[src/design/memPkg.sv]
`default_nettype none

package memPkg;

    localparam int AddrWidth = 16;
    localparam int DataWidth = 32;

    typedef logic [AddrWidth-1:0] addrT;

    // number of bytes moved by one access, 1 to 4
    typedef logic [2:0] lenT;

    typedef enum logic [2:0] {
        opLb,
        opLh,
        opLw,
        opLbu,
        opLhu,
        opSb,
        opSh,
        opSw
    } memOpT;

    // one code per port owner, zero when the port is free
    typedef enum logic [1:0] {
        ownerNone = 2'b00,
        ownerData = 2'b01,
        ownerInst = 2'b10
    } ownerT;

    typedef struct packed {
        logic                 en;
        logic                 isStore;
        lenT                  len;
        addrT                 addr;
        logic [DataWidth-1:0] wdata;
    } dataReqT;

    typedef struct packed {
        logic                 en;
        memOpT                op;
        addrT                 addr;
        logic [DataWidth-1:0] wdata;
    } lsuReqT;

    typedef struct packed {
        logic                 valid;
        addrT                 pc;
        logic [DataWidth-1:0] inst;
        addrT                 predPc;
    } fetchRespT;

endpackage

`default_nettype wire

[src/design/loadStoreUnit.sv]
`default_nettype none
`timescale 1ns/100ps

module loadStoreUnit import memPkg::*; (
    input  lsuReqT               lsuReq,
    output dataReqT              dataReq,
    input  logic                 dataDone,
    input  logic [DataWidth-1:0] dataRdata,
    output logic                 lsuDone,
    output logic [DataWidth-1:0] lsuRdata
);

    always_comb begin
        dataReq.en      = lsuReq.en;
        dataReq.addr    = lsuReq.addr;
        dataReq.wdata   = lsuReq.wdata;
        dataReq.isStore = 1'b0;
        dataReq.len     = lenT'(4);
        case (lsuReq.op)
            opLb, opLbu: begin
                dataReq.len = lenT'(1);
            end
            opLh, opLhu: begin
                dataReq.len = lenT'(2);
            end
            opLw: begin
                dataReq.len = lenT'(4);
            end
            opSb: begin
                dataReq.isStore = 1'b1;
                dataReq.len     = lenT'(1);
            end
            opSh: begin
                dataReq.isStore = 1'b1;
                dataReq.len     = lenT'(2);
            end
            opSw: begin
                dataReq.isStore = 1'b1;
                dataReq.len     = lenT'(4);
            end
            default: begin
                dataReq.isStore = 1'b0;
            end
        endcase
    end

    assign lsuDone = dataDone;

    // request stays on until done, so op still names this access
    always_comb begin
        case (lsuReq.op)
            opLb: begin
                lsuRdata = {{24{dataRdata[7]}}, dataRdata[7:0]};
            end
            opLh: begin
                lsuRdata = {{16{dataRdata[15]}}, dataRdata[15:0]};
            end
            opLbu: begin
                lsuRdata = {24'b0, dataRdata[7:0]};
            end
            opLhu: begin
                lsuRdata = {16'b0, dataRdata[15:0]};
            end
            opLw: begin
                lsuRdata = dataRdata;
            end
            default: begin
                lsuRdata = '0;
            end
        endcase
    end

endmodule

`default_nettype wire

[config.mk]
export PLATFORM = sky130hd
export DESIGN_NAME = loadStoreUnit
export DESIGN_NICKNAME = d
export VERILOG_FILES = /design/src/design/memPkg.sv /design/src/design/loadStoreUnit.sv
export SDC_FILE = /design/constraint.sdc
export NUM_CORES = 1
export LEC_CHECK = 0
export BUFFER_PORTS_ARGS = -buffer_cell sky130_fd_sc_hd__buf_2
export CORE_ASPECT_RATIO = 1.75
export CORE_MARGIN = 8
export CORE_UTILIZATION = 30
export DETAILED_ROUTE_END_ITERATION = 10
export PLACE_DENSITY = 0.8
export SYNTH_ARGS = -nofsm -noshare
export SYNTH_HDL_FRONTEND = slang
export SYNTH_SLANG_ARGS = --single-unit
[constraint.sdc]
create_clock -name vclk -period 0.8
set_input_delay 0.04 -clock vclk [all_inputs]
set_output_delay 0.04 -clock vclk [all_outputs]
set_load 0.01 [all_outputs]
==> results.md <==
* DR WL/cell at 22.4 microns
* Tmin final at 0.864 ns
* CLK BUF at 0
* Detailed placer's ending HPWL at 3900 microns
* Max-cap viol count at 0
* Synth-to-layout area growth at 25.7%
* Initial core utilization at 0.309
* Most common cell after layout, fill and taps aside: buf_2
* RePlAce Congestion at 0.739
* DRC violations left at 0
* PortBufs at 71
* DRT iter0 DRCs at 59
* Syn Std Cell Area at 1260 sq um
* Crit path buffers/inverters at 3
* Peak fanout along the critical path at 8
* CP max-delay cell: or2_4
* # setup viols final at 29
* Total Routed Length at 4940 microns
* Cell Count, Final, Fillers Out at 221
* Cell Count Post-Placement at 217
* Global route overflow at 0
* Failing checks: negative setup slack
* Critical Path Max Stage Delay at 0.27 ns
* Yosys cell types at 20
* Share of layout cells above drive strength 1 at 0.721
* Tot Pwr at 0.922 mW
* Die H at 102 microns
* Sequential cell area at 0 sq um
* Crit path capture type: output pin
* Mapped Cells at 149
* CP arrival at 0.82 ns
* Largest net degree at the start of global routing at 27
* Setup WS post-layout at -0.0640 ns
* Vias in the first global route at 1211
* Die X at 65.0 microns
* Die area at 6610 sq um
* Sequential fraction of the synthesis area at 0
* Max Clk Rate at 1160 MHz
* Leak at 0.798 nW
* I/O Pins at 171
* Multi-input gate area at 855 sq um
* Max VDD drop at 235 uV
* WS Path Type: in2out
* Mean Syn Cell Area at 8.46 sq um
* Rel. slew slack at 0.853
* Most frequent cells in the layout: 64 x buf_2, 18 x mux2i_1, 15 x nand4bb_1
* Core ar. at 4070 sq um
* Status: finished with violations
* Initial antenna violation count at 0
* Cell family with most CP delay: buffers and inverters
* PD cells at 582 nW/um^2
* Most used cell along the critical path: buf_8
* Hold_ws at 0.0800 ns
* Vias/cell at 5.12
* Routed Antenna Nets at 0
* Pins Over Slew Limit at 0
* Setup TNS at -1.17 ns
* CP cell instances: buf_8 > or2_4 > buf_8 > o21ai_1 > buf_2
* Mapped Nets at 234
* GRT Total Usage at 0.137
* First-pass GRT wire length at 7130 microns
* Via count at 1132
* Fin nets at 259
* YS warnings at 0
* Filler instances at 444
* Final count of hold timing violations at 0
* Unrepaired setup endpoints after global routing: true
* Hold_buf cts at 0
* CP Launch Type: primary input
* # diodes at 0
* Data required, critical path at 0.76 ns
* First-pass iteration count of the detailed router at 4
* Fin crit share at 1.08
* Worst min path class: in2out
* Std-Cell Rows at 31
* Seq Cell Count at 0
* Slew @ Worst Pin at 0.219 ns
[cell type report]
| class | count | share of cell area |
|---|---|---|
| Multi-Input combinational cell | 83 | 0.539 |
| Timing Repair Buffer | 88 | 0.419 |
| Tap cell | 49 | 0.0387 |
| Inverter | 1 | 0.00237 |
[power by group]
part           internal, mW  leakage [nW]  switching [mW]
Sequential                0             0               0
Combinational         0.491         0.798           0.431
Clock                     0             0               0
Total                 0.491         0.798           0.431
[synthesized netlist by cell type]
cell       instances  area, sq um
o21ai_1           16         80.1
buf_2              6         30.0
clkbuf_1           1         3.75
mux2i_1           25          250
nand4bb_1         16          180
nand2b_1           1         6.26
o21ai_4            1         16.3
buf_4             52          390
clkbuf_2           1         5.00
buf_12             3         60.1
a21boi_1           1         7.51
or2_1              2         12.5
inv_2              1         3.75
nand2_1            1         3.75
xor2_1             1         8.76
nor3_2             1         10.0
o211ai_2           8          100
a21o_1             1         7.51
buf_6              3         33.8
and2_1             8         50.1
[final timing paths]
path	from	endpoint	slack [ns]	depth (start not counted)
worst min-delay path	lsuReq[0]	dataReq[0]	0.08	0
worst max-delay path	lsuReq[50]	lsuRdata[22]	-0.06	5
[routing by layer]
metal	global-route usage	routed length, microns
met5	0	0
met4	0.0642	247
met3	0.0919	847
met2	0.249	2500
met1	0.109	1350
[what timing repair did]
item                                   CTS  global route
endpoints found under the hold margin    0             0
gates cloned                             3             0
buffers inserted                         1             0
gates resized for setup                 41            15
pin swaps                               31             9
setup endpoints to repair               35            34
[stage by stage]
step	instance area [sq um]	worst slack [ns]	util
after global placement	1310	-0.168	0.321
after floorplan	1260	0.000131	-
after global routing	1580	-0.102	0.389
after detailed placement	1310	-0.193	0.321
after CTS	1530	-0.0844	0.375
final	1580	-0.0640	0.389
[cell families after synthesis]
family | share of synthesized area
XOR/XNOR | 0.00695
AND/OR/NAND/NOR | 0.209
buffers and inverters | 0.418
AO/OA/AOI/OAI | 0.168
multiplexers | 0.199
Note: power is estimated with default switching activity, not from simulation.
