<file path="config.mk">
export PLATFORM = sky130hd
export DESIGN_NAME = instFetch
export DESIGN_NICKNAME = d
export VERILOG_FILES = /design/src/design/memPkg.sv /design/src/design/instFetch.sv
export SDC_FILE = /design/constraint.sdc
export NUM_CORES = 1
export LEC_CHECK = 0
export ABC_AREA = 0
export BUFFER_PORTS_ARGS = -buffer_cell sky130_fd_sc_hd__buf_2
export CAP_MARGIN = 20
export CORE_MARGIN = 1.5
export CORE_UTILIZATION = 35
export DETAILED_ROUTE_END_ITERATION = 7
export GPL_ROUTABILITY_DRIVEN = 0
export PLACE_DENSITY = 0.7
export SLEW_MARGIN = 20
export SYNTH_ARGS = -nofsm -noshare
export SYNTH_HDL_FRONTEND = slang
export SYNTH_SLANG_ARGS = --single-unit
</file>
<file path="constraint.sdc">
create_clock -name clk -period 3.2 [get_ports clk]
set_input_delay 0.64 -clock clk [delete_from_list [all_inputs] [get_ports clk]]
set_output_delay 0.64 -clock clk [all_outputs]
set_load 0.02 [all_outputs]
</file>
<file path="src/design/memPkg.sv">
`default_nettype none

package memPkg;

    localparam int AddrWidth = 16;
    localparam int DataWidth = 32;

    typedef logic [AddrWidth-1:0] addrT;

    // number of bytes moved by one access, 1 to 4
    typedef logic [2:0] lenT;

    typedef enum logic [2:0] {
        opLb,
        opLh,
        opLw,
        opLbu,
        opLhu,
        opSb,
        opSh,
        opSw
    } memOpT;

    // one code per port owner, zero when the port is free
    typedef enum logic [1:0] {
        ownerNone = 2'b00,
        ownerData = 2'b01,
        ownerInst = 2'b10
    } ownerT;

    typedef struct packed {
        logic                 en;
        logic                 isStore;
        lenT                  len;
        addrT                 addr;
        logic [DataWidth-1:0] wdata;
    } dataReqT;

    typedef struct packed {
        logic                 en;
        memOpT                op;
        addrT                 addr;
        logic [DataWidth-1:0] wdata;
    } lsuReqT;

    typedef struct packed {
        logic                 valid;
        addrT                 pc;
        logic [DataWidth-1:0] inst;
        addrT                 predPc;
    } fetchRespT;

endpackage

`default_nettype wire

</file>
<file path="src/design/instFetch.sv">
`default_nettype none
`timescale 1ns/100ps

module instFetch import memPkg::*; #(
    parameter int                   AddrWidth = memPkg::AddrWidth,
    parameter logic [AddrWidth-1:0] BootPc    = '0
) (
    input  logic                 clk,
    input  logic                 rst,
    input  logic                 fetchEn,
    input  logic                 redirect,
    input  logic [AddrWidth-1:0] redirectPc,

    output logic                 instEn,
    output logic [AddrWidth-1:0] instAddr,
    input  logic                 instDone,
    input  logic [DataWidth-1:0] instWord,

    output fetchRespT            fetchResp
);

    localparam logic [6:0] OpJal    = 7'b1101111;
    localparam logic [6:0] OpBranch = 7'b1100011;

    logic [AddrWidth-1:0] pc;
    logic [AddrWidth-1:0] predPc;
    logic                 busy;
    logic [DataWidth-1:0] jImm;
    logic [DataWidth-1:0] bImm;

    assign jImm = {{12{instWord[31]}}, instWord[19:12], instWord[20], instWord[30:21], 1'b0};
    assign bImm = {{20{instWord[31]}}, instWord[7], instWord[30:25], instWord[11:8], 1'b0};

    // backward branches taken, forward ones not
    always_comb begin
        predPc = pc + AddrWidth'(4);
        if (instWord[6:0] == OpJal) begin
            predPc = pc + AddrWidth'(jImm);
        end else if (instWord[6:0] == OpBranch && bImm[DataWidth-1]) begin
            predPc = pc + AddrWidth'(bImm);
        end
    end

    // keep the request up until done even if fetchEn drops
    assign instEn   = fetchEn || busy;
    assign instAddr = pc;

    always_ff @(posedge clk) begin
        if (rst) begin
            pc   <= BootPc;
            busy <= 1'b0;
        end else begin
            busy <= instEn && !instDone;
            if (instDone) begin
                if (redirect) begin
                    pc <= redirectPc;
                end else begin
                    pc <= predPc;
                end
            end else if (redirect && !instEn) begin
                pc <= redirectPc;
            end
        end
    end

    always_comb begin
        fetchResp.valid  = instDone;
        fetchResp.pc     = addrT'(pc);
        fetchResp.inst   = instWord;
        fetchResp.predPc = addrT'(predPc);
    end

endmodule

`default_nettype wire

</file>
==> results summary <==
The per-cell routed wire length came out at 16.7 um. The startpoint identified for the worst register-to-register timing path is instAddr[1]. The dominant register cell in the synthesized netlist is dfxtp_1.

The post-placement cell area came out at roughly 3600 um2. The top cell type's share of synthesized area is 0.134. The number of cell rows came out at 32. The wire length of the first global-routing pass came out at about 16,000 um. The average cell area after synthesis is between 7 and 8 um2.

Dividing the final minimum period by the clock period gives 0.999. The clock net in this run drives a total of 17 sinks. The post-synthesis register bit count is 17.

Between clock sinks in the finished design, the worst skew comes to about 0.011 ns. The total of hold buffers inserted after clock tree synthesis is 0. The cell type group with the largest total delay on the critical path is compound AO/OA/AOI/OAI gates. The number of enable-type register cells in the synthesized netlist is 0. The synthesized area came out at ~2900 um2. Counting buffers and inverters, the worst setup path is 10 cells deep. The clock latency at the later pin of the worst-skew pair is 0.26 ns. The pre-antenna-repair detailed-routing pass consisted of 5 iterations.

For this block, the initial DRC count from the detailed router was 213. The reported max-cap violation count is 0. Summing all non-filler instances in the final layout gives an area of approximately 4000 um2. The post-CTS clock slew at the launch and capture registers of the worst setup and hold paths came out at 0.08 ns.

The worst pin sits at a relative slew slack of 0.479. The maximum clock insertion buffer count is 2. The largest total area in the synthesized netlist belongs to buf_4. The peak ir drop on the vdd network came out at around 0.18 mV.

The share of the Yosys chip area taken by registers is 0.119. In the routed design, unresolved DRC markers number 0. The area of the die is 8730 um2.

The floorplan step set the die height to between 90 and 100 um. The hold slack is 0.529 ns. Entering global routing, the biggest net connects 18 pins. The maximum cell stage delay along the critical path came out at roughly 0.37 ns. After technology mapping, the gate count stands at 398. By area the synthesized netlist is led by buf_4 (13%), dfxtp_1 (12%), ha_1 (10%).

The total overflow reported by the global router is 0. The worst-margin pin slew came out at between 0.7 and 0.8 ns. The number of nets produced by synthesis is between 400 and 500.

The via count of the first global-routing pass came out at approximately 3,200. The TritonCTS clock tree is yes. The effective utilization at floorplan is 0.367. The area growth from synthesis to final layout is 39.8%. The highest achievable clock rate is 313 MHz. The final antenna diode count is 0. The number of primary I/O pins is 135.

The critical path starts at instWord[21]. The data arrival time of the critical path is 2.56 ns. The initial antenna violation count is 0. The half-perimeter wire length after placement came out at 8100 um. Of the cells placed in the final design, the portion with a size suffix greater than 1 is 0.463.

In this run the power density over the cells is slightly below 300 nW/um2. Setup violations remaining at the end of the flow were counted as 0. Of all flip-flops after synthesis, the portion carrying an async set or reset was 0. In the post-synthesis netlist, the cell with the most instances is buf_4. The net count reported at finish came out at approximately 600.

The setup slack of the worst register-to-register path is 0.59 ns. The cell depth of the worst hold path is 2. The number of max-slew violations in the final report came out at 0. The final routed wirelength across all metal layers came out at 10,500 um. The core area is a little under 8000 um2. The path class of the tightest hold or removal check is register to register.

The leakage power total came out at ~0.0019 uW. Setup repair after global routing could not meet its margin everywhere. The slowest stage of the critical path is the a221o_1 cell. The number of distinct library cell variants in the gate-level netlist after synthesis came out at between 50 and 60. The number of vias after detailed routing came out at 3,551.

The detail-routed via count per cell is about 5.7. The signal on the critical path passes through buf_2, ha_1, inv_1, fa_2, nand2b_4, a21oi_2, a31oi_1, a221o_1, a22oi_2, buf_4. CTS built an H-tree with a depth of 1. The maximum fanout count along the critical path came out at 2. The startpoint class of the critical path is an input port.

The startpoint of the lowest-slack hold path is instAddr[1]. The cell sitting at the root of the clock tree is a clkbuf_8. For this run, the number of Yosys warnings is 0. Measured in cells, the most critical reg-to-reg path has a length of 12. The critical path endpoint category is a primary output. The count of nets left with antenna violations once routing finished came out at 0.

The path with the worst hold slack has its endpoint at instAddr[1]. The final critical delay including setup and external delays is between 3 and 4 ns. The number of endpoints with negative hold slack in the final report was 0. The flow ran to the end, and the final reports show no timing, DRC or antenna violations. The number of CTS-inserted buffers is 3.

The global-route usage over all layers is 0.225. The commonest cells after synthesis are buf_4 (51), nand2_1 (36), nor2_1 (35). The number of buffer and inverter stages on the critical path came out at 3. In this run the tool buffered the top-level ports with ~130 buffer cells. The worst register-to-register path ends at instAddr[5]. The floorplan die width came out at 93.4 um.

The required time reported for the critical path endpoint is approximately 2.6 ns. The category of the most critical setup path is input port to primary output. The design draws 1180 uW.
## power breakdown
part	switching, uW	internal [uW]
clock network	86.8	87.9
registers	33.0	230
logic	427	320
total	547	638
## metal layers
layer	wire, um	up-vias	share of wire	global-route usage
li1	-	1682	-	-
met1	4250	1665	0.41	0.283
met2	5210	177	0.50	0.391
met3	721	27	0.069	0.0244
met4	286	0	0.027	0.0821
met5	0	-	0	0
## final cells by class
class                   count  area (um2)
well taps                 102         128
inverters                  18        67.6
multi-input cells         300        2290
clock inverters             1        7.51
clock buffers               3        41.3
repair buffers            184        1110
flip-flops and latches     17         350
fillers                   800        3810
## cells in the final DEF (no fill, tap or decap), types with 4 or more instances in the layout
| master | count |
|---|---|
| a211oi_1 | 7 |
| a21o_1 | 5 |
| a21oi_1 | 14 |
| a21oi_2 | 8 |
| a31oi_1 | 6 |
| and4_1 | 4 |
| buf_2 | 117 |
| buf_4 | 61 |
| buf_6 | 5 |
| dfxtp_1 | 13 |
| ha_1 | 16 |
| ha_4 | 6 |
| inv_1 | 17 |
| nand2_1 | 36 |
| nand3_1 | 12 |
| nand4_1 | 8 |
| nor2_1 | 32 |
| nor3_1 | 6 |
| o211ai_1 | 7 |
| o21a_1 | 6 |
| o21ai_0 | 14 |
| o21ai_2 | 5 |
| o221ai_1 | 7 |
| o22ai_1 | 8 |
| xnor2_1 | 7 |
| xor2_1 | 11 |
## through the flow
| stage | util | setup TNS, ns | cells | worst slack (ns) |
|---|---|---|---|---|
| floorplan | - | 0 | 398 | 0.0908 |
| global placement | 0.459 | -0.589 | 616 | -0.0979 |
| detailed placement | 0.459 | -0.983 | 616 | -0.154 |
| CTS | 0.483 | -0.0381 | 622 | -0.0381 |
| global route | 0.513 | -0.301 | 625 | -0.0960 |
| finish | 0.513 | 0 | 625 | 0.00317 |
## sequential cells by signal, summed over array words and instances (netlist names)
signal	flops
instAddr	16
busy	1
## logic make-up after synthesis
kind of cell | count (synthesis) | share of synthesized area
AO/OA/AOI/OAI | 123 | 0.296
XOR/XNOR | 18 | 0.0551
adder cells (fa/ha/maj) | 25 | 0.115
buffers and inverters | 81 | 0.175
flip-flops | 17 | 0.119
multiplexers | 5 | 0.0179
AND/OR/NAND/NOR | 129 | 0.222
## worst max path at each step
stage                    end  slack [ns]
2_1_floorplan   fetchResp[7]        0.09
3_3_place_gp   fetchResp[10]        -0.1
3_5_place_dp   fetchResp[11]       -0.15
4_1_cts        fetchResp[11]       -0.04
5_1_grt        fetchResp[15]        -0.1
6_report        fetchResp[7]       0.003
## repair_timing
item | 4_1_cts | 5_1_grt
gates resized for setup | 31 | 46
endpoints found under the hold margin | 0 | 0
pin swaps | 6 | 24
buffers inserted | 2 | 3
endpoints found under the setup margin | 10 | 10
## tightest hold or removal path, cell delays in order, from the launching register on
cell,delay (ns)
dfxtp_4,0.38
nand2_1,0.06
a21oi_1,0.06
Power figures use the tool's default switching activity.
