<file path="config.mk">
export PLATFORM = sky130hd
export DESIGN_NAME = memCtrl
export DESIGN_NICKNAME = d
export VERILOG_FILES = /design/src/design/memPkg.sv /design/src/design/memCtrl.sv
export SDC_FILE = /design/constraint.sdc
export NUM_CORES = 1
export LEC_CHECK = 0
export BUFFER_PORTS_ARGS = -buffer_cell sky130_fd_sc_hd__buf_2
export CAP_MARGIN = 20
export CORE_MARGIN = 2
export CORE_UTILIZATION = 49
export DETAILED_ROUTE_END_ITERATION = 16
export PLACE_DENSITY = 0.82
export SLEW_MARGIN = 15
export SYNTH_ARGS = -nofsm -noshare
export SYNTH_HDL_FRONTEND = slang
export SYNTH_SLANG_ARGS = --single-unit
</file>
<file path="constraint.sdc">
create_clock -name clk -period 3.36 [get_ports clk]
set_clock_uncertainty 0.05 [all_clocks]
set_input_delay 0.168 -clock clk [delete_from_list [all_inputs] [get_ports clk]]
set_output_delay 0.168 -clock clk [all_outputs]
set_load 0.01 [all_outputs]
</file>
<file path="src/design/memPkg.sv">
`default_nettype none

package memPkg;

    localparam int AddrWidth = 16;
    localparam int DataWidth = 32;

    typedef logic [AddrWidth-1:0] addrT;

    // number of bytes moved by one access, 1 to 4
    typedef logic [2:0] lenT;

    typedef enum logic [2:0] {
        opLb,
        opLh,
        opLw,
        opLbu,
        opLhu,
        opSb,
        opSh,
        opSw
    } memOpT;

    // one code per port owner, zero when the port is free
    typedef enum logic [1:0] {
        ownerNone = 2'b00,
        ownerData = 2'b01,
        ownerInst = 2'b10
    } ownerT;

    typedef struct packed {
        logic                 en;
        logic                 isStore;
        lenT                  len;
        addrT                 addr;
        logic [DataWidth-1:0] wdata;
    } dataReqT;

    typedef struct packed {
        logic                 en;
        memOpT                op;
        addrT                 addr;
        logic [DataWidth-1:0] wdata;
    } lsuReqT;

    typedef struct packed {
        logic                 valid;
        addrT                 pc;
        logic [DataWidth-1:0] inst;
        addrT                 predPc;
    } fetchRespT;

endpackage

`default_nettype wire

</file>
<file path="src/design/memCtrl.sv">
`default_nettype none
`timescale 1ns/100ps

module memCtrl import memPkg::*; #(
    parameter int AddrWidth = memPkg::AddrWidth
) (
    input  logic                 clk,
    input  logic                 rst,
    input  logic                 rdy,
    input  logic                 ioBufferFull,

    input  dataReqT              dataReq,
    output logic                 dataDone,
    output logic [DataWidth-1:0] dataRdata,

    input  logic                 instEn,
    input  logic [AddrWidth-1:0] instAddr,
    output logic                 instDone,
    output logic [DataWidth-1:0] instWord,

    output logic [AddrWidth-1:0] ramAddr,
    output logic                 ramWe,
    output logic [7:0]           ramWdata,
    input  logic [7:0]           ramRdata,

    output ownerT                owner
);

    typedef enum logic [1:0] {
        idle,
        readData,
        writeData,
        readInst
    } stateT;

    stateT                state;
    lenT                  stage;
    lenT                  lenReg;
    logic [AddrWidth-1:0] addrReg;
    logic [DataWidth-1:0] shiftReg;

    logic                 stall;
    logic                 lastCycle;
    logic [DataWidth-1:0] shifted;
    logic [5:0]           alignShift;

    assign stall = !rdy || ioBufferFull;

    // loads end one stage after the last byte address, stores on it
    always_comb begin
        case (state)
            readData, readInst: begin
                lastCycle = (stage == lenReg);
            end
            writeData: begin
                lastCycle = (stage == lenT'(lenReg - lenT'(1)));
            end
            default: begin
                lastCycle = 1'b0;
            end
        endcase
    end

    assign dataDone = !stall && lastCycle && (state == readData || state == writeData);
    assign instDone = !stall && lastCycle && (state == readInst);

    // byte k of a read is addressed at stage k and returns at stage k+1.
    // A frozen cycle re-reads the previous byte so ramRdata keeps it.
    assign ramAddr  = addrReg + AddrWidth'(stage) - AddrWidth'(stall);
    assign ramWe    = !stall && (state == writeData);
    assign ramWdata = shiftReg[7:0];

    // newest byte enters at the top, so short loads need a right shift
    assign shifted    = {ramRdata, shiftReg[DataWidth-1:8]};
    assign alignShift = {lenT'(lenT'(4) - lenReg), 3'b000};
    assign dataRdata  = shifted >> alignShift;
    // fetch is always four bytes
    assign instWord   = shifted;

    always_comb begin
        owner = ownerNone;
        if (!stall) begin
            case (state)
                readData, writeData: begin
                    owner = ownerData;
                end
                readInst: begin
                    owner = ownerInst;
                end
                default: begin
                    owner = ownerNone;
                end
            endcase
        end
    end

    always_ff @(posedge clk) begin
        if (rst) begin
            state <= idle;
            stage <= '0;
        end else if (!stall) begin
            if (state == idle) begin
                stage <= '0;
                // data side wins when both ask at once
                if (dataReq.en) begin
                    if (dataReq.isStore) begin
                        state <= writeData;
                    end else begin
                        state <= readData;
                    end
                end else if (instEn) begin
                    state <= readInst;
                end
            end else if (lastCycle) begin
                state <= idle;
                stage <= '0;
            end else begin
                stage <= stage + lenT'(1);
            end
        end
    end

    // latched on acceptance, then shifted by one byte per stage
    always_ff @(posedge clk) begin
        if (!stall) begin
            if (state == idle) begin
                if (dataReq.en) begin
                    addrReg <= AddrWidth'(dataReq.addr);
                    lenReg  <= dataReq.len;
                end else begin
                    addrReg <= instAddr;
                    lenReg  <= lenT'(4);
                end
                shiftReg <= dataReq.wdata;
            end else begin
                shiftReg <= shifted;
            end
        end
    end

endmodule

`default_nettype wire

</file>
==> results.py, run 1 <==
metrics = {
    "timing": {
        "setup_ws_ps": 380,
        "fin_crit_ps": 2980,
        "hold_violations": 0,
        "slew_violations": 0,
        "relSlewSlack": 0.359,
        "fmax_mhz": 336,
        "tns_ps": 0,
        "worst_pin_slew_ps": 962,
        "timing.final.crit_share": 0.887,
        "rsz0062_at_grt": "false",
        "setup_viol": 0,
    },
    "cts": {
        "post-cts-setup-buffers": 0,
        "cts_buffer_depth": 2,
        "cts_made_buffers": 5,
        "cts_hold_buf": 0,
        "cts_tree": "built",
        "cts_sinks": 56,
        "clk_latency_ps": 310,
        "path_clk_slew_ps": 100,
        "cts_resized": 0,
        "root_buffer": "clkbuf_8",
        "htree_levels": 2,
    },
    "hold_path": {
        "holdCritPathClass": "in2reg",
    },
    "floorplanning": {
        "dieArea_sq_mm": 0.00911,
        "io_pins": 175,
        "die_h_microns": 95.4,
        "core-area_sq_mm": 0.00818,
        "floorplan.initialDensity": 0.501,
        "fp-row-count": 33,
        "die_w_microns": 95.4,
    },
    "routing": {
        "routed_wl_microns": 10200,
        "vias": 3585,
        "ant_nets": 0,
        "dr.pass1.iters": 4,
        "wl_per_cell_microns": 15.5,
        "drt_iter0_drc": 137,
        "drc": 0,
        "via_per_inst": 5.43,
    },
    "logic_synthesis": {
        "syn_nets": 505,
        "synth-async-reset-ratio": 0,
        "ys_seq_elements": 56,
        "syn-cell-area_sq_mm": 0.00410,
        "ys_types": 50,
        "yosys_most_used_dff": "edfxtp_1",
        "synth.yosys.seq_area_share": 0.398,
        "avgSynthCellArea_sq_um": 10.3,
        "synth_edf_count": 51,
        "syn_inst": 397,
        "yosys_warnings": 0,
    },
    "worst_setup_path": {
        "worstPathArrival_ps": 2760,
        "end_kind": "primary output",
        "cp_max_fo": 5,
        "crit_type": "reg2out",
        "rrSetupSlack_ps": 1270,
        "required_ps": 3140,
        "startpoint_type": "register",
    },
    "power": {
        "swShare": 0.308,
        "comb_power_share": 0.328,
        "vdd_drop_max_v": 0.000218,
        "p_clk_frac": 0.232,
        "power_switching_w": 0.000595,
        "p_seq_frac": 0.440,
        "p_leak_nw": 2.37,
        "p_int_w": 0.00134,
        "p_per_area_mw_per_mm2": 380,
    },
    "final_layout": {
        "antenna_cells": 0,
        "drive_gt1_frac": 0.434,
        "fin_nets": 662,
        "area_delta_synth_final_pct": 24.2,
        "stdcell_count": 660,
    },
    "placed_design": {
        "port_buffers": 174,
        "pre_cts_slack_ps": 574,
        "dp_hpwl_microns": 7860,
        "dp.cells": 652,
        "gp_congestion": 0.885,
    },
    "global_route": {
        "overflow": 0,
        "grt_usage": 0.222,
        "antenna_found_initial": 0,
        "grt_pass1_wl_microns": 15900,
        "grt_max_degree": 41,
        "grt_pass1_vias": 3489,
    },
    "status": {
        "status": "finished clean",
    },
    "flow_run": {
        "cap_violations": 0,
    },
}
path summary, 6_finish.rpt:
| kind | from | endpoint | cells after the start |
|---|---|---|---|
| worst max-delay path | stage[2]$_SDFFE_PP0P_ | ramAddr[12] | 10 |
| worst min-delay path | rst | stage[0]$_SDFFE_PP0P_ | 2 |
| worst max register to register | lenReg[0]$_SDFFCE_PN0P_ | state[0]$_SDFFE_PP0P_ | 6 |
| worst min register to register | stage[1]$_SDFFE_PP0P_ | stage[1]$_SDFFE_PP0P_ | 2 |
kinds of logic after synthesis:
family,after synthesis,synth area share
muxes,65,0.173
and+or+nand+nor,98,0.120
xor gates and xnor gates,19,0.0406
buffers and inverters,63,0.0699
AOI/OAI and AO/OA,70,0.117
DFF,56,0.398
adders and majority gates,26,0.0812
layout by cell type, fill, tap and decap left out, types with 3 or more instances in the layout:
master / Yosys / routed
clkbuf_8: 0 / 5
nor2b_1: 12 / 12
xnor2_1: 12 / 12
a21o_1: 4 / 4
mux2_2: 48 / 48
o21ai_0: 7 / 7
buf_4: 9 / 5
nand3_1: 8 / 8
ha_1: 25 / 25
dfxtp_1: 5 / 5
inv_1: 33 / 33
xor2_1: 7 / 7
nor3_1: 3 / 3
nor2_1: 37 / 37
a211oi_1: 18 / 18
buf_2: 6 / 174
mux2i_1: 17 / 17
and2_1: 14 / 14
nand2_1: 11 / 11
a21oi_1: 22 / 22
edfxtp_1: 51 / 51
power groups by stage:
stage	registers, W	logic [W]	clock network [W]
6_report	0.000851	0.000634	0.000449
2_1_floorplan	0.000872	0.000410	0
3_5_place_dp	0.000867	0.000634	0
3_3_place_gp	0.000865	0.000618	0
4_1_cts	0.000851	0.000637	0.000462
5_1_grt	0.000857	0.000697	0.000484
state kept, by name (all words and copies together) (netlist names):
register	flops
shiftReg	32
lenReg	3
addrReg	16
stage	3
state	2
cell usage after synthesis (all sizes together) (2+ instances only):
library cell,n,area (sq um)
and3,2,12.5
ha,25,313
o22ai,2,12.5
edfxtp,51,1530
nor3,3,15.0
a311oi,2,17.5
nand3,8,40.0
nor2b,12,75.1
and2,14,87.6
o21ai,9,45.0
nand3b,2,15.0
inv,34,128
dfxtp,5,100
mux2,48,541
xor2,7,61.3
o21a,2,15.0
nand2,11,41.3
mux2i,17,170
buf,19,120
nor2,37,139
xnor2,12,105
a211oi,18,135
a21oi,22,110
o2111ai,2,17.5
a21o,4,30.0
nand2b,2,12.5
clkbuf,10,38.8
per-layer routing:
metal  share of wire  vias up  GRT usage  wire (microns)
met3           0.084       13     0.0435             858
li1                -     1728          -               -
met4          0.0069        0     0.0476              70
met5               0        -          0               0
met2            0.52      176      0.417            5320
met1            0.39     1668      0.260            3970
critical path, cell delays in order, from the launching register on:
cell and delay, ps:
dfxtp_1 410, inv_1 60, ha_1 270, inv_1 40, ha_1 340, nor2b_1 160, o21ai_1 280, a21oi_1 190
a2111oi_2 410, xnor2_1 150, buf_2 140
area by class of cell:
type | instances | area [sq um]
multi-input combinational | 278 | 2180
clock buffer | 5 | 68.8
timing repair buffer | 179 | 908
fill | 683 | 3090
clock inverter | 3 | 42.5
sequential | 56 | 1630
tap | 105 | 131
inverter | 34 | 128
through the flow:
stage	hold WS (ps)	total power [W]	util	cell area, sq um
finish	37.9	0.00193	0.622	5090
global route	38.1	0.00204	0.622	5090
CTS	28.5	0.00195	0.622	5090
detailed placement	366	0.00150	0.609	4980
global placement	367	0.00148	0.609	4980
floorplan	187	0.00128	-	4100
No activity file was read; power rests on OpenSTA's default activity.
==> run 2, diff against run 1 <==
--- a/config.mk
+++ b/config.mk
@@ -5,7 +5,7 @@
 export SDC_FILE = /design/constraint.sdc
 export NUM_CORES = 1
 export LEC_CHECK = 0
-export BUFFER_PORTS_ARGS = -buffer_cell sky130_fd_sc_hd__buf_2
+export BUFFER_PORTS_ARGS = -buffer_cell sky130_fd_sc_hd__clkbuf_2
 export CAP_MARGIN = 20
 export CORE_MARGIN = 2
 export CORE_UTILIZATION = 49
==> results.py, run 2 (synthesis results as in run 1) <==
metrics = {
    "cts": {
        "htree_levels": 2,
        "cts_hold_buf": 0,
        "clk_latency_ps": 320,
        "root_buffer": "clkbuf_8",
        "cts_resized": 0,
        "cts_tree": "built",
        "cts_buffer_depth": 2,
        "cts_made_buffers": 5,
        "cts_sinks": 56,
        "post-cts-setup-buffers": 0,
        "path_clk_slew_ps": 120,
    },
    "power": {
        "vdd_drop_max_v": 0.000208,
        "comb_power_share": 0.335,
        "p_int_w": 0.00127,
        "swShare": 0.330,
        "p_seq_frac": 0.450,
        "power_switching_w": 0.000624,
        "p_per_area_mw_per_mm2": 373,
        "p_leak_nw": 2.36,
        "p_clk_frac": 0.215,
    },
    "final_layout": {
        "largest_reg_flops": 32,
        "area_delta_synth_final_pct": 23.8,
        "largest_register": "shiftReg",
        "drive_gt1_frac": 0.434,
        "fill_cells": 703,
        "layout_commonest_cell": "clkbuf_2",
        "top_regs": "shiftReg: 32 flops, addrReg: 16 flops",
        "fin_nets": 662,
        "mostFrequentLayoutCells": "clkbuf_2, edfxtp_1, mux2_2",
        "antenna_cells": 0,
    },
    "status": {
        "status": "finished clean",
    },
    "worst_setup_path": {
        "startpoint_type": "register",
        "cp_cell_sequence": "inv_1, ha_1, inv_1, ha_1, nor2b_1, o21ai_1, a21oi_1, a2111oi_2, xnor2_1, clkbuf_2",
        "crit_family": "compound AO/OA/AOI/OAI gates",
        "ff2ff_path_depth": 6,
        "end_kind": "primary output",
        "critical_path.max_stage_delay_ps": 420,
        "crit_type": "reg2out",
        "cp_max_fo": 5,
        "required_ps": 3140,
        "critical_path.slowest_cell": "dfxtp_1",
        "rrSetupSlack_ps": 1300,
        "r2r-start": "lenReg[0]$_SDFFCE_PN0P_",
        "r2r-end": "stage[1]$_SDFFE_PP0P_",
        "crit_buf_inv": 3,
        "worstPathArrival_ps": 2800,
    },
    "global_route": {
        "grt_pass1_wl_microns": 16000,
        "grt_usage": 0.221,
        "grt_max_degree": 41,
        "grt_pass1_vias": 3354,
        "antenna_found_initial": 0,
        "overflow": 0,
    },
    "floorplanning": {
        "die_h_microns": 95.4,
        "floorplan.initialDensity": 0.501,
        "core-area_sq_mm": 0.00818,
        "io_pins": 175,
        "dieArea_sq_mm": 0.00911,
        "die_w_microns": 95.4,
        "fp-row-count": 33,
    },
    "placed_design": {
        "port_buffers": 174,
        "dp_hpwl_microns": 7720,
        "gp_congestion": 0.896,
        "pre_cts_slack_ps": 573,
    },
    "timing": {
        "slew_violations": 0,
        "relSlewSlack": 0.371,
        "tns_ps": 0,
        "timing.final.crit_share": 0.898,
        "hold_violations": 0,
        "fmax_mhz": 332,
        "setup_ws_ps": 344,
        "worst_pin_slew_ps": 943,
        "fin_crit_ps": 3020,
        "rsz0062_at_grt": "false",
        "setup_viol": 0,
    },
    "hold_path": {
        "min_from": "rst",
        "worstHoldPathCells": 2,
        "min_to": "state[0]$_SDFFE_PP0P_",
        "holdCritPathClass": "in2reg",
    },
    "routing": {
        "via_per_inst": 5.43,
        "drc": 0,
        "routed_wl_microns": 10200,
        "drt_iter0_drc": 112,
        "dr.pass1.iters": 5,
        "wl_per_cell_microns": 15.4,
        "vias": 3582,
        "ant_nets": 0,
    },
    "flow_run": {
        "cap_violations": 0,
    },
}
[run 2: cell count changes in the layout (fill, tap and decap cells not counted)]
cell	delta
clkinv_2	-1
buf_2	-174
bufinv_16	-1
clkbuf_2	+174
inv_6	+2
[run 2: power by group through the flow]
stage                     Combinational, W  Clock [W]  Sequential, W
after floorplan                   0.000410          0       0.000872
after global placement            0.000621          0       0.000866
after detailed placement          0.000636          0       0.000868
after CTS                         0.000639   0.000418       0.000852
after global routing              0.000695   0.000444       0.000858
final                             0.000635   0.000406       0.000852
[run 2: metal layers]
layer  up-vias  GRT usage  routed length, microns
met3        14     0.0482                     836
met1      1669      0.272                    4100
met2       173      0.391                    5080
li1       1726          -                       -
met5         -          0                       0
met4         0     0.0619                     142
[run 2: worst max-delay path by stage]
| stage | endpoint | cells after the start | startpoint |
|---|---|---|---|
| final | ramAddr[12] | 10 | stage[2]$_SDFFE_PP0P_ |
| after global routing | ramAddr[12] | 10 | stage[2]$_SDFFE_PP0P_ |
| after CTS | ramAddr[12] | 10 | stage[2]$_SDFFE_PP0P_ |
| after detailed placement | ramAddr[12] | 13 | ioBufferFull |
| after global placement | ramAddr[12] | 13 | ioBufferFull |
| after floorplan | dataRdata[24] | 10 | lenReg[0]$_SDFFCE_PN0P_ |
[run 2: cell type report]
cell class | count | area [sq um] | area share
Tap cell | 105 | 131 | 0.0259
Multi-Input combinational cell | 278 | 2180 | 0.430
Clock buffer | 5 | 68.8 | 0.0136
Inverter | 34 | 128 | 0.0252
Timing Repair Buffer | 179 | 908 | 0.179
Clock inverter | 3 | 25.0 | 0.00493
Sequential cell | 56 | 1630 | 0.322
[run 2: per-stage QoR]
step / area [sq um] / std cells / total power (W) / util / hold WS (ps)
after floorplan: 4100 / 397 / 0.00128 / - / 187
after global routing: 5070 / 660 / 0.00200 / 0.620 / 28.0
after global placement: 4980 / 652 / 0.00149 / 0.609 / 372
after detailed placement: 4980 / 652 / 0.00150 / 0.609 / 372
final: 5070 / 660 / 0.00189 / 0.620 / 39.7
after CTS: 5070 / 660 / 0.00191 / 0.620 / 28.2
